### src/datapathPkg.sv
/*
  datapath widths and types: data word, register number,
  register count and the program counter index
*/
package datapathPkg;

  // data word carried by every register and read port
  localparam int WordWidth = 32;

  // register numbers address the whole file
  localparam int RegNumWidth = 4;

  // one register per register number
  localparam int NumRegs = 1 << RegNumWidth;

  // top register doubles as the program counter
  localparam int PcReg = NumRegs - 1;

  // plain data word
  typedef logic [WordWidth-1:0] wordT;

  // register number as it appears in Rn, Rm and Rd
  typedef logic [RegNumWidth-1:0] regNumT;

endpackage

### src/instrFieldsPkg.sv
/*
  instruction field positions, control word layout
  and the field types that go with them
*/
package instrFieldsPkg;

  // fetched instruction
  localparam int InstrWidth = 32;
  typedef logic [InstrWidth-1:0] instrT;

  // register fields, each one register number wide
  localparam int RnLsb = 16;
  localparam int RdLsb = 12;
  localparam int RmLsb = 0;

  // set-flags bit
  localparam int SBitPos = 20;

  // shifter operand, low twelve bits
  localparam int ShifterLsb = 0;
  localparam int ShifterWidth = 12;
  typedef logic [ShifterWidth-1:0] shifterT;

  // control word from the control unit
  localparam int CtrlWidth = 13;
  typedef logic [CtrlWidth-1:0] ctrlWordT;

  // sub-field widths
  localparam int OpcodeWidth = 4;
  localparam int MemSizeWidth = 2;
  localparam int AddrModeWidth = 2;

  typedef logic [OpcodeWidth-1:0] opcodeT;
  typedef logic [MemSizeWidth-1:0] memSizeT;
  typedef logic [AddrModeWidth-1:0] addrModeT;

  // control word bit positions, msb down
  localparam int ShiftImmPos = 12;
  localparam int OpcodeLsb = 8;
  localparam int LoadInstPos = 7;
  localparam int RfEnablePos = 6;
  localparam int MemEnablePos = 5;
  localparam int MemWritePos = 4;
  localparam int MemSizeLsb = 2;
  localparam int AddrModeLsb = 0;

endpackage

### src/regFile.sv
/*
  sixteen-entry register file with one write port and three read ports
  register 15 is the program counter with its own increment path
*/
`timescale 1ns/1ns

module regFile
  import datapathPkg::*;
#(
  parameter wordT PcStep = 32'd4,
  parameter wordT ResetPc = '0
)
(
  input  logic   clk,
  input  logic   clr,
  input  logic   wrEn,
  input  logic   pcAdvance,
  input  regNumT wrAddr,
  input  regNumT rdAddrA,
  input  regNumT rdAddrB,
  input  regNumT rdAddrC,
  input  wordT   wrData,
  output wordT   rdDataA,
  output wordT   rdDataB,
  output wordT   rdDataC
);

  // register storage
  wordT regs [NumRegs];

  // one-hot load enable from the write address
  logic [NumRegs-1:0] loadEn;

  // next value for the program counter
  wordT pcNext;

  // write decode
  // nothing selected while wrEn is low
  always_comb
  begin
    loadEn = '0;
    if (wrEn)
    begin
      loadEn[wrAddr] = 1'b1;
    end
  end

  // writeback beats the increment
  always_comb
  begin
    if (loadEn[PcReg])
    begin
      pcNext = wrData;
    end
    else
    begin
      pcNext = regs[PcReg] + PcStep;
    end
  end

  for (genvar g = 0; g < NumRegs; g++)
  begin : genReg
    if (g == PcReg)
    begin : genPc
      // pc loads on a write to it or on an advance
      always_ff @(posedge clk or negedge clr)
      begin
        if (!clr)
        begin
          regs[g] <= ResetPc;
        end
        else if (loadEn[g] || pcAdvance)
        begin
          regs[g] <= pcNext;
        end
      end
    end
    else
    begin : genGp
      // general register, write port only
      always_ff @(posedge clk or negedge clr)
      begin
        if (!clr)
        begin
          regs[g] <= '0;
        end
        else if (loadEn[g])
        begin
          regs[g] <= wrData;
        end
      end
    end
  end

  // read ports
  // combinational, show the stored value, no bypass from the write port
  assign rdDataA = regs[rdAddrA];
  assign rdDataB = regs[rdAddrB];
  assign rdDataC = regs[rdAddrC];

  // write address must be defined when a write is requested
  wrAddrKnown: assert property (
    @(posedge clk) disable iff (!clr)
    wrEn |-> !$isunknown(wrAddr)
  );

  // pc steps by exactly PcStep when no write lands on it
  pcAdvanceStep: assert property (
    @(posedge clk) disable iff (!clr)
    pcAdvance && !(wrEn && wrAddr == PcReg)
    |=> regs[PcReg] == $past(regs[PcReg]) + PcStep
  );

endmodule

### src/ifIdLatch.sv
/*
  IF/ID latch with load enable
  splits the held instruction into register numbers and operand fields
*/
`timescale 1ns/1ns

module ifIdLatch
  import datapathPkg::*;
  import instrFieldsPkg::*;
(
  input  logic    clk,
  input  logic    clr,
  input  logic    ifLoad,
  input  instrT   instr,
  output regNumT  rn,
  output regNumT  rm,
  output regNumT  rd,
  output shifterT shifter,
  output logic    sBit
);

  // held instruction
  instrT instrQ;

  // capture on load, hold otherwise
  always_ff @(posedge clk or negedge clr)
  begin
    if (!clr)
    begin
      instrQ <= '0;
    end
    else if (ifLoad)
    begin
      instrQ <= instr;
    end
  end

  // register numbers
  // Rn and Rm feed read ports A and B, Rd feeds port C and the destination
  assign rn = instrQ[RnLsb +: RegNumWidth];
  assign rm = instrQ[RmLsb +: RegNumWidth];
  assign rd = instrQ[RdLsb +: RegNumWidth];

  // shifter operand overlaps Rm in the low bits
  assign shifter = instrQ[ShifterLsb +: ShifterWidth];

  // set-flags bit
  assign sBit = instrQ[SBitPos];

  // held fields do not move across a cycle without a load
  holdStable: assert property (
    @(posedge clk) disable iff (!clr)
    !ifLoad |=> $stable({rn, rm, rd, shifter, sBit})
  );

endmodule

### src/idExLatch.sv
/*
  ID/EX latch for operands, destination and shifter field
  splits the registered control word into its named fields
*/
`timescale 1ns/1ns

module idExLatch
  import datapathPkg::*;
  import instrFieldsPkg::*;
(
  input  logic     clk,
  input  logic     clr,
  input  logic     sBit,
  input  wordT     opA,
  input  wordT     opB,
  input  wordT     opC,
  input  regNumT   rd,
  input  shifterT  shifter,
  input  ctrlWordT ctrlWord,
  output wordT     exOpA,
  output wordT     exOpB,
  output wordT     exOpC,
  output regNumT   exRd,
  output shifterT  exShifter,
  output logic     exSBit,
  output logic     exShiftImm,
  output logic     exLoadInst,
  output logic     exRfEnable,
  output logic     exMemEnable,
  output logic     exMemWrite,
  output opcodeT   exOpcode,
  output memSizeT  exMemSize,
  output addrModeT exAddrMode
);

  // registered control word
  ctrlWordT ctrlQ;

  // no enable, takes a new set every cycle
  always_ff @(posedge clk or negedge clr)
  begin
    if (!clr)
    begin
      exOpA     <= '0;
      exOpB     <= '0;
      exOpC     <= '0;
      exRd      <= '0;
      exShifter <= '0;
      exSBit    <= 1'b0;
      ctrlQ     <= '0;
    end
    else
    begin
      exOpA     <= opA;
      exOpB     <= opB;
      exOpC     <= opC;
      exRd      <= rd;
      exShifter <= shifter;
      exSBit    <= sBit;
      ctrlQ     <= ctrlWord;
    end
  end

  // control word split
  assign exShiftImm  = ctrlQ[ShiftImmPos];
  assign exOpcode    = ctrlQ[OpcodeLsb +: OpcodeWidth];
  assign exLoadInst  = ctrlQ[LoadInstPos];
  assign exRfEnable  = ctrlQ[RfEnablePos];
  assign exMemEnable = ctrlQ[MemEnablePos];
  assign exMemWrite  = ctrlQ[MemWritePos];

  // access size and addressing mode for the memory stage
  assign exMemSize  = ctrlQ[MemSizeLsb +: MemSizeWidth];
  assign exAddrMode = ctrlQ[AddrModeLsb +: AddrModeWidth];

  // a memory write reaches EX only together with the memory enable
  memWriteNeedsEnable: assert property (
    @(posedge clk) disable iff (!clr)
    !$isunknown(ctrlWord) && ctrlWord[MemWritePos] |=> exMemEnable
  );

endmodule

### src/decodeStage.sv
/*
  decode front end top level
  IF/ID latch, register file and ID/EX latch
*/
`timescale 1ns/1ns

module decodeStage
  import datapathPkg::*;
  import instrFieldsPkg::*;
#(
  parameter wordT PcStep = 32'd4,
  parameter wordT ResetPc = '0
)
(
  input  logic     clk,
  input  logic     clr,
  input  logic     ifLoad,
  input  logic     wrEn,
  input  logic     pcAdvance,
  input  instrT    instr,
  input  regNumT   wrAddr,
  input  wordT     wrData,
  input  ctrlWordT ctrlWord,
  output wordT     exOpA,
  output wordT     exOpB,
  output wordT     exOpC,
  output regNumT   exRd,
  output shifterT  exShifter,
  output logic     exSBit,
  output logic     exShiftImm,
  output logic     exLoadInst,
  output logic     exRfEnable,
  output logic     exMemEnable,
  output logic     exMemWrite,
  output opcodeT   exOpcode,
  output memSizeT  exMemSize,
  output addrModeT exAddrMode
);

  // IF/ID fields
  regNumT  rn;
  regNumT  rm;
  regNumT  rd;
  shifterT shifter;
  logic    sBit;

  // register file read data
  wordT opA;
  wordT opB;
  wordT opC;

  ifIdLatch u_ifId (
    .clk     (clk),
    .clr     (clr),
    .ifLoad  (ifLoad),
    .instr   (instr),
    .rn      (rn),
    .rm      (rm),
    .rd      (rd),
    .shifter (shifter),
    .sBit    (sBit)
  );

  // read ports follow Rn, Rm, Rd in that order
  regFile #(
    .PcStep  (PcStep),
    .ResetPc (ResetPc)
  ) u_regFile (
    .clk       (clk),
    .clr       (clr),
    .wrEn      (wrEn),
    .pcAdvance (pcAdvance),
    .wrAddr    (wrAddr),
    .rdAddrA   (rn),
    .rdAddrB   (rm),
    .rdAddrC   (rd),
    .wrData    (wrData),
    .rdDataA   (opA),
    .rdDataB   (opB),
    .rdDataC   (opC)
  );

  idExLatch u_idEx (
    .clk         (clk),
    .clr         (clr),
    .sBit        (sBit),
    .opA         (opA),
    .opB         (opB),
    .opC         (opC),
    .rd          (rd),
    .shifter     (shifter),
    .ctrlWord    (ctrlWord),
    .exOpA       (exOpA),
    .exOpB       (exOpB),
    .exOpC       (exOpC),
    .exRd        (exRd),
    .exShifter   (exShifter),
    .exSBit      (exSBit),
    .exShiftImm  (exShiftImm),
    .exLoadInst  (exLoadInst),
    .exRfEnable  (exRfEnable),
    .exMemEnable (exMemEnable),
    .exMemWrite  (exMemWrite),
    .exOpcode    (exOpcode),
    .exMemSize   (exMemSize),
    .exAddrMode  (exAddrMode)
  );

endmodule

### config.mk
export PLATFORM = sky130hd
export DESIGN_NAME = decodeStage
export DESIGN_NICKNAME = d
export VERILOG_FILES = /design/src/datapathPkg.sv /design/src/instrFieldsPkg.sv /design/src/regFile.sv /design/src/ifIdLatch.sv /design/src/idExLatch.sv /design/src/decodeStage.sv
export SDC_FILE = /design/constraint.sdc
export NUM_CORES = 1
export LEC_CHECK = 0
export BUFFER_PORTS_ARGS = -buffer_cell sky130_fd_sc_hd__clkbuf_2
export CORE_MARGIN = 2
export CORE_UTILIZATION = 50
export DETAILED_ROUTE_END_ITERATION = 8
export PLACE_DENSITY = 0.7
export SETUP_SLACK_MARGIN = 0.15
export SYNTH_ARGS = -nofsm -noshare
export SYNTH_HDL_FRONTEND = slang
export SYNTH_HIERARCHICAL = 1
export SYNTH_SLANG_ARGS = --single-unit
### constraint.sdc
create_clock -name clk -period 1.9 [get_ports clk]
set_input_delay 0.285 -clock clk [delete_from_list [all_inputs] [get_ports clk]]
set_output_delay 0.285 -clock clk [all_outputs]
set_load 0.01 [all_outputs]
==> impl_results.md, run 1 <==
* IO Pins at 212
* Leak at 0.01771 µW
* Max_cap viols at 0
* Placed cell count at 3156
* FF+latch count, synth at 659
* Height of the die at 269.4 µm
* Drc violations at 0
* Rows at 97
* CTS buffer count at 74
* Synth cell count leaders: dfrtp_1, mux4_2, mux2_2
* Drt first pass iters at 5
* Critical path arrival at 2.53 ns
* Worst hold-check path type: input port to register
* Post-synth ARST share at 100.0%
* P_int at 34840 µW
* Skew final at 0.01840 ns
* Pin count of the biggest net entering global routing at 93
* Post-synthesis area per instance at 17.36 µm²
* RSZ-0062 raised after global routing: true
* Post-Syn Nets at 2116
* Core Area at 69910 µm²
* Port bufs at 200
* FMAX at 487.3 MHz
* Nets at 2471
* Yosys top cell by area: dfrtp_1
* Crit path max fanout at 8
* Via/cell ratio at 6.581
* CTS sink count at 659
* Die Wd at 269.4 µm
* Mapped Cells at 2029
* Filler instances at 5122
* Clock network power share at 28.6%
* CTS tree: yes
* Power per cell area at 1158 nW/µm²
* Cell with the most instances after synthesis: dfrtp_1
* Failing checks: negative setup slack
* EDFF count, synth at 0
* Combinational fraction of design power at 29.8%
* Library cells used by synthesis at 40
* Critical path type: register to register
* PnR worst setup slack at -0.1522 ns
* Crit. End Element: register
* Detailed Place HPWL at 63000 µm
* Congestion Overflow GR at 0
* NetSw at 14620 µW
* Final Hold Fails at 0
* Longest Clk Path Bufs at 3
* Rel. slew slack at 66.13%
* Clock transition at path regs at 0.07 ns
* DRT iter0 DRCs at 2166
* Routed Antenna Nets at 0
* DR vias at 22300
* Largest cells by area after synthesis: dfrtp_1, mux4_2, mux2_2
* Placer Congestion at 0.8274
* Setup tns final at -9.558 ns
* Syn-to-layout area delta at 21.26%
* Sequential fraction of the synthesis area at 46.82%
* Mapped Area at 35220 µm²
* Most used DFF post-synth: dfrtp_1
* GRT Total Usage at 28.20%
* Final Instance Count excl. Fillers at 3389
* Layout cells sized above 1 at 65.32%
* DR WL/cell at 29.88 µm
* Period utilisation layout at 108.0%
* Vias in the first global route at 23710
* Sw frac at 29.57%
* Area of the die at 72580 µm²
* Setup Viol. Count Final at 95
* Critical Path Start Type: register
* Initial Util at 50.38%
* Post-Route WL at 101300 µm
* Global-route wire length before repair at 152700 µm
* Slew at the pin closest to its max-slew limit at 0.5081 ns
* Reg power frac at 41.7%
* Initial antenna violation count at 10
* Final Max Slew Viols at 0
* Top-area cell type share of the netlist area at 46.82%
* Post-layout minimum cycle time at 2.052 ns
* H-tree depth at 3
* Yosys Warn Count at 6
* Peak VDD IR at 0.7932 mV
* Clock insertion delay at the later pin of the skew report at 0.63 ns
* Root Buffer: clkbuf_16
* Req. time, crit path at 2.38 ns
* Status: finished with violations
* Total power at 49460 µW
stage by stage:
step	hold WS, ns	util (%)	cell area, µm²	setup WS [ns]
after global placement	0.2259	55.73	38960	-0.1250
after floorplan	-0.01059	-	35460	0.08016
after detailed placement	0.2315	55.73	38960	-0.1407
after CTS	0.05655	60.48	42280	-0.1303
after global routing	0.09986	61.10	42710	-0.1675
final	0.09037	61.10	42710	-0.1522
critical path, stage by stage (launching register included):
cell     delay, ns
dfrtp_4       0.44
buf_12        0.17
buf_12        0.15
buf_12        0.14
mux4_2        0.53
mux4_2        0.49
layout make-up:
cell class | count | area (µm²) | share of cell area [%]
flip-flops and latches | 659 | 16520 | 38.68
well taps | 940 | 1176 | 2.754
clock inverters | 36 | 297.8 | 0.6972
clock buffers | 101 | 2103 | 4.924
repair buffers | 487 | 4888 | 11.45
diodes | 4 | 10.01 | 0.02343
inverters | 1 | 3.754 | 0.008788
multi-input cells | 1161 | 17710 | 41.47
per-layer routing:
metal	vias up	share of wire (%)	global-route usage [%]
met4	8	3.5	10.63
met1	12030	38	37.42
met5	-	0.054	0
met2	1151	49	45.04
met3	236	9.0	7.481
li1	8882	-	-
cells by family (layout without fill, tap and decap cells):
| kind of cell | Yosys count | count (layout) | synth area share, % |
|---|---|---|---|
| other | 0 | 4 | 0 |
| buffers and inverters | 209 | 625 | 3.186 |
| flip-flops | 659 | 659 | 46.82 |
| adder cells (fa/ha/maj) | 1 | 1 | 0.03552 |
| multiplexers | 982 | 982 | 46.98 |
| AO/OA/AOI/OAI | 43 | 43 | 0.7211 |
| AND/OR/NAND/NOR | 122 | 122 | 1.932 |
| XOR/XNOR | 13 | 13 | 0.3233 |
registers in the layout, indices dropped and copies added, names as in the netlist:
signal / cells
u_idEx/exOpB: 32
u_ifId/instrQ: 21
u_idEx/exOpC: 32
u_regFile/regs: 512
u_idEx/ctrlQ: 13
u_idEx/exOpA: 32
u_idEx/exShifter: 12
u_idEx/exRd: 4
u_idEx/exSBit: 1
final timing paths:
kind	start	to	slack (ns)	depth (start not counted)
max in group asynchronous	clr	u_regFile/regs[335]	0.86	3
min in group asynchronous	clr	u_idEx/exRd[3]	0.17	2
min	wrData[2]	u_regFile/regs[2]	0.09	3
max	u_ifId/instrQ[0]	u_idEx/exOpB[24]	-0.15	5
max reg2reg	u_ifId/instrQ[0]	u_idEx/exOpB[24]	-0.15	5
min reg2reg	u_ifId/instrQ[20]	u_idEx/exSBit	0.37	0
cells in the final DEF, fill, tap and decap left out, types with 3 or more instances in the layout:
| cell type | count |
|---|---|
| dfrtp_1 | 646 |
| mux4_2 | 480 |
| mux2_2 | 474 |
| clkbuf_2 | 199 |
| buf_4 | 114 |
| buf_12 | 91 |
| clkbuf_16 | 80 |
| dlygate4sd3_1 | 35 |
| nand2_1 | 35 |
| clkinv_2 | 21 |
| o21ai_0 | 21 |
| mux2_4 | 20 |
| buf_6 | 19 |
| clkbuf_8 | 15 |
| nor2_1 | 15 |
| clkbuf_1 | 12 |
| a31oi_1 | 12 |
| buf_16 | 11 |
| buf_8 | 11 |
| nand4_1 | 11 |
| xor2_1 | 10 |
| nand3_1 | 9 |
| or4_1 | 9 |
| nor2_4 | 8 |
| dfrtp_2 | 7 |
| mux2_1 | 7 |
| dfrtp_4 | 6 |
| or3_1 | 6 |
| inv_6 | 5 |
| diode_2 | 4 |
| o31ai_1 | 4 |
| clkinvlp_4 | 3 |
| clkinv_8 | 3 |
| nand3b_1 | 3 |
| and3_2 | 3 |
| or3_2 | 3 |
| and4_4 | 3 |
| o211ai_1 | 3 |
| xnor2_1 | 3 |
timing repair:
item                       in CTS  in global routing
gates cloned                    5                  7
buffers inserted               29                 16
hold endpoints to repair      157                  0
pin swaps                       8                 12
setup endpoints to repair     109                108
gates resized for setup        41                 25
hold buffers                   35                  0
power groups by stage:
stage          Clock (µW)  Sequential [µW]  Combinational (µW)
2_1_floorplan           0            20200                9460
3_3_place_gp            0            20400               13700
3_5_place_dp            0            20700               14100
4_1_cts             14400            20500               14500
5_1_grt             15000            21000               15500
6_report            14100            20600               14700
Note: power is estimated with default switching activity, not from simulation.
==> inputs of run 2 (changes only) <==
CORE_MARGIN = 5   (was 2)
TNS_END_PERCENT = 20   (was not set)
==> impl_results.md, run 2 (synthesis results as in run 1) <==
* Status: finished with violations
* Failing checks: negative setup slack
* CTS buffer count at 73 (-1.4%)
* FMAX at 479.1 MHz (-1.7%)
* Rel. slew slack at 70.34% (+4.2 points)
* Vias in the first global route at 23560 (-0.65%)
* Final Max Slew Viols at 0 (unchanged)
* Syn-to-layout area delta at 20.00%
* Critical Path Slowest Stage Cell: mux4_2
* Longest Clk Path Bufs at 3 (unchanged)
* Clock transition at path regs at 0.06 ns (about the same)
* Core Area at 69910 µm² (unchanged)
* Register bank with the most flops: u_regFile/regs
* Area of the die at 75850 µm² (+4.5%)
* Skew final at 0.02668 ns (+0.008276 ns)
* Commonest non-fill, non-tap cell in the layout: dfrtp_1
* Congestion Overflow GR at 0 (unchanged)
* Max_cap viols at 0 (unchanged)
* DR WL/cell at 30.04 µm (+0.53%)
* Final Hold Fails at 0 (unchanged)
* Critical path arrival at 2.54 ns (about the same)
* Critical path type: register to register
* Worst path max stage delay at 0.55 ns (+0.02 ns)
* Pre-CTS setup slack at -0.2057 ns (-0.06499 ns)
* Hold_ws at 0.09702 ns (+0.006652 ns)
* Setup Viol. Count Final at 94 (-1.1%)
* Endpoint, Worst Hold: u_regFile/regs[11]
* Req. time, crit path at 2.36 ns (-0.02 ns)
* Hold depth at 3 (unchanged)
* Pin count of the biggest net entering global routing at 81 (-13%)
* RSZ-0062 raised after global routing: true
* Detailed Place HPWL at 62720 µm (-0.45%)
* Stages on the worst setup path at 4 (-1)
* Drt first pass iters at 5 (unchanged)
* Clock insertion delay at the later pin of the skew report at 0.61 ns (-0.02 ns)
* Worst path top cell family by delay: multiplexers
* Slew at the pin closest to its max-slew limit at 0.4450 ns (-0.06313 ns)
* R2R depth at 4 (-1)
* Leak at 0.01747 µW (-1.4%)
* Area after DPL at 39000 µm² (+0.12%)
* Peak VDD IR at 0.8974 mV (+13%)
* Finished Cell Area at 42270 µm² (-1.0%)
* Via/cell ratio at 6.613 (+0.48%)
* Drc violations at 0 (unchanged)
* Global-route wire length before repair at 151000 µm (-1.1%)
* Buf/Inv on CP at 2 (-1)
* Power per cell area at 1162 nW/µm² (+0.33%)
* Initial Util at 50.38% (unchanged)
* Rows at 97 (unchanged)
* Initial antenna violation count at 5 (-5)
* R2r setup slk at -0.19 ns (-0.04 ns)
* Crit path max fanout at 8 (unchanged)
* IO Pins at 212 (unchanged)
* Root Buffer: clkbuf_16
* Post-Route WL at 100600 µm (-0.63%)
* DRT iter0 DRCs at 2165 (-0.046%)
* DR vias at 22150 (-0.68%)
* GRT Total Usage at 26.73% (-1.5 points)
* Filler instances at 5134 (+0.23%)
* Cells along the critical path: buf_12 -> buf_16 -> mux4_2 -> mux4_2
* Port bufs at 200 (unchanged)
* Hold path start: wrData[11]
* Nets at 2444 (-1.1%)
* Crit. End Element: register
* Reg2reg start: u_ifId/instrQ[12]
* Period utilisation layout at 109.9% (+1.8 points)
* CTS tree: yes
* Placer Congestion at 0.8595 (+3.9%)
* Die Wd at 275.4 µm (+2.2%)
* PnR worst setup slack at -0.1872 ns (-0.03505 ns)
* Height of the die at 275.4 µm (+2.2%)
* Routed Antenna Nets at 0 (unchanged)
* Worst hold-check path type: input port to register
* Layout cells sized above 1 at 64.23% (-1.1 points)
* Critical Path Start Type: register
* Setup tns final at -9.083 ns (+0.4754 ns)
* CTS sink count at 659 (unchanged)
* H-tree depth at 3 (unchanged)
* Post-layout minimum cycle time at 2.087 ns (+0.03505 ns)
* Total power at 49110 µW (-0.72%)
* Most frequent CP cell: mux4_2
* R2r endpoint: u_idEx/exOpC[22]
* Commonest cells after routing, fill and taps aside: dfrtp_1, mux4_2, mux2_2, clkbuf_2, buf_4
* Largest register FFs at 512 (unchanged)
[run 2: power by group]
part           switching, µW  total [µW]  internal, µW
combinational           5420       14400          9010
clock                   5660       14000          8330
sequential              3110       20700         17600
total                  14200       49100         34900
[run 2: area by class of cell]
cell class | instances | area [µm²] | share of cell area (%)
Multi-Input combinational cell | 1161 | 17700 | 41.89
Sequential cell | 659 | 16520 | 39.09
Timing Repair Buffer | 461 | 4513 | 10.68
Clock buffer | 109 | 2147 | 5.080
Tap cell | 940 | 1176 | 2.783
Clock inverter | 16 | 193.9 | 0.4588
Antenna cell | 3 | 7.507 | 0.01776
Inverter | 1 | 3.754 | 0.008881
[run 2: per-stage QoR]
stage	std cells	utilization, %
finish	3350	60.46
global route	3348	60.45
CTS	3333	60.04
detailed placement	3162	55.80
global placement	3162	55.80
floorplan	2029	-
[run 2: tightest hold or removal path, delay by kind of cell]
family	cells	cell delay, ns
compound gates	1	0.07
simple gates	1	0.10
buf+inv	1	0.21
[run 2: repair_timing]
action,4_1_cts,5_1_grt
hold buffers,35,0
cloned,2,6
hold endpoints to repair,212,0
gates resized for setup,33,16
pin swaps,21,8
endpoints found under the setup margin,105,106
buffers inserted,9,8
[run 2: how the worst max path moves through the flow]
stage / from / end
4_1_cts: u_ifId/instrQ[12] / u_idEx/exOpC[22]
6_report: u_ifId/instrQ[12] / u_idEx/exOpC[22]
3_5_place_dp: u_ifId/instrQ[12] / u_idEx/exOpC[16]
2_1_floorplan: u_ifId/instrQ[0] / u_idEx/exOpB[0]
5_1_grt: u_ifId/instrQ[12] / u_idEx/exOpC[18]
3_3_place_gp: u_ifId/instrQ[12] / u_idEx/exOpC[7]
[run 2: metal layers]
layer  vias to the layer above  part of all wire (%)  track usage [%]
li1                       8838                     -                -
met1                     12040                    39            36.26
met2                      1065                    49            43.28
met3                       205                   8.3            6.459
met4                         2                   3.1            8.599
met5                         -                 0.015                0
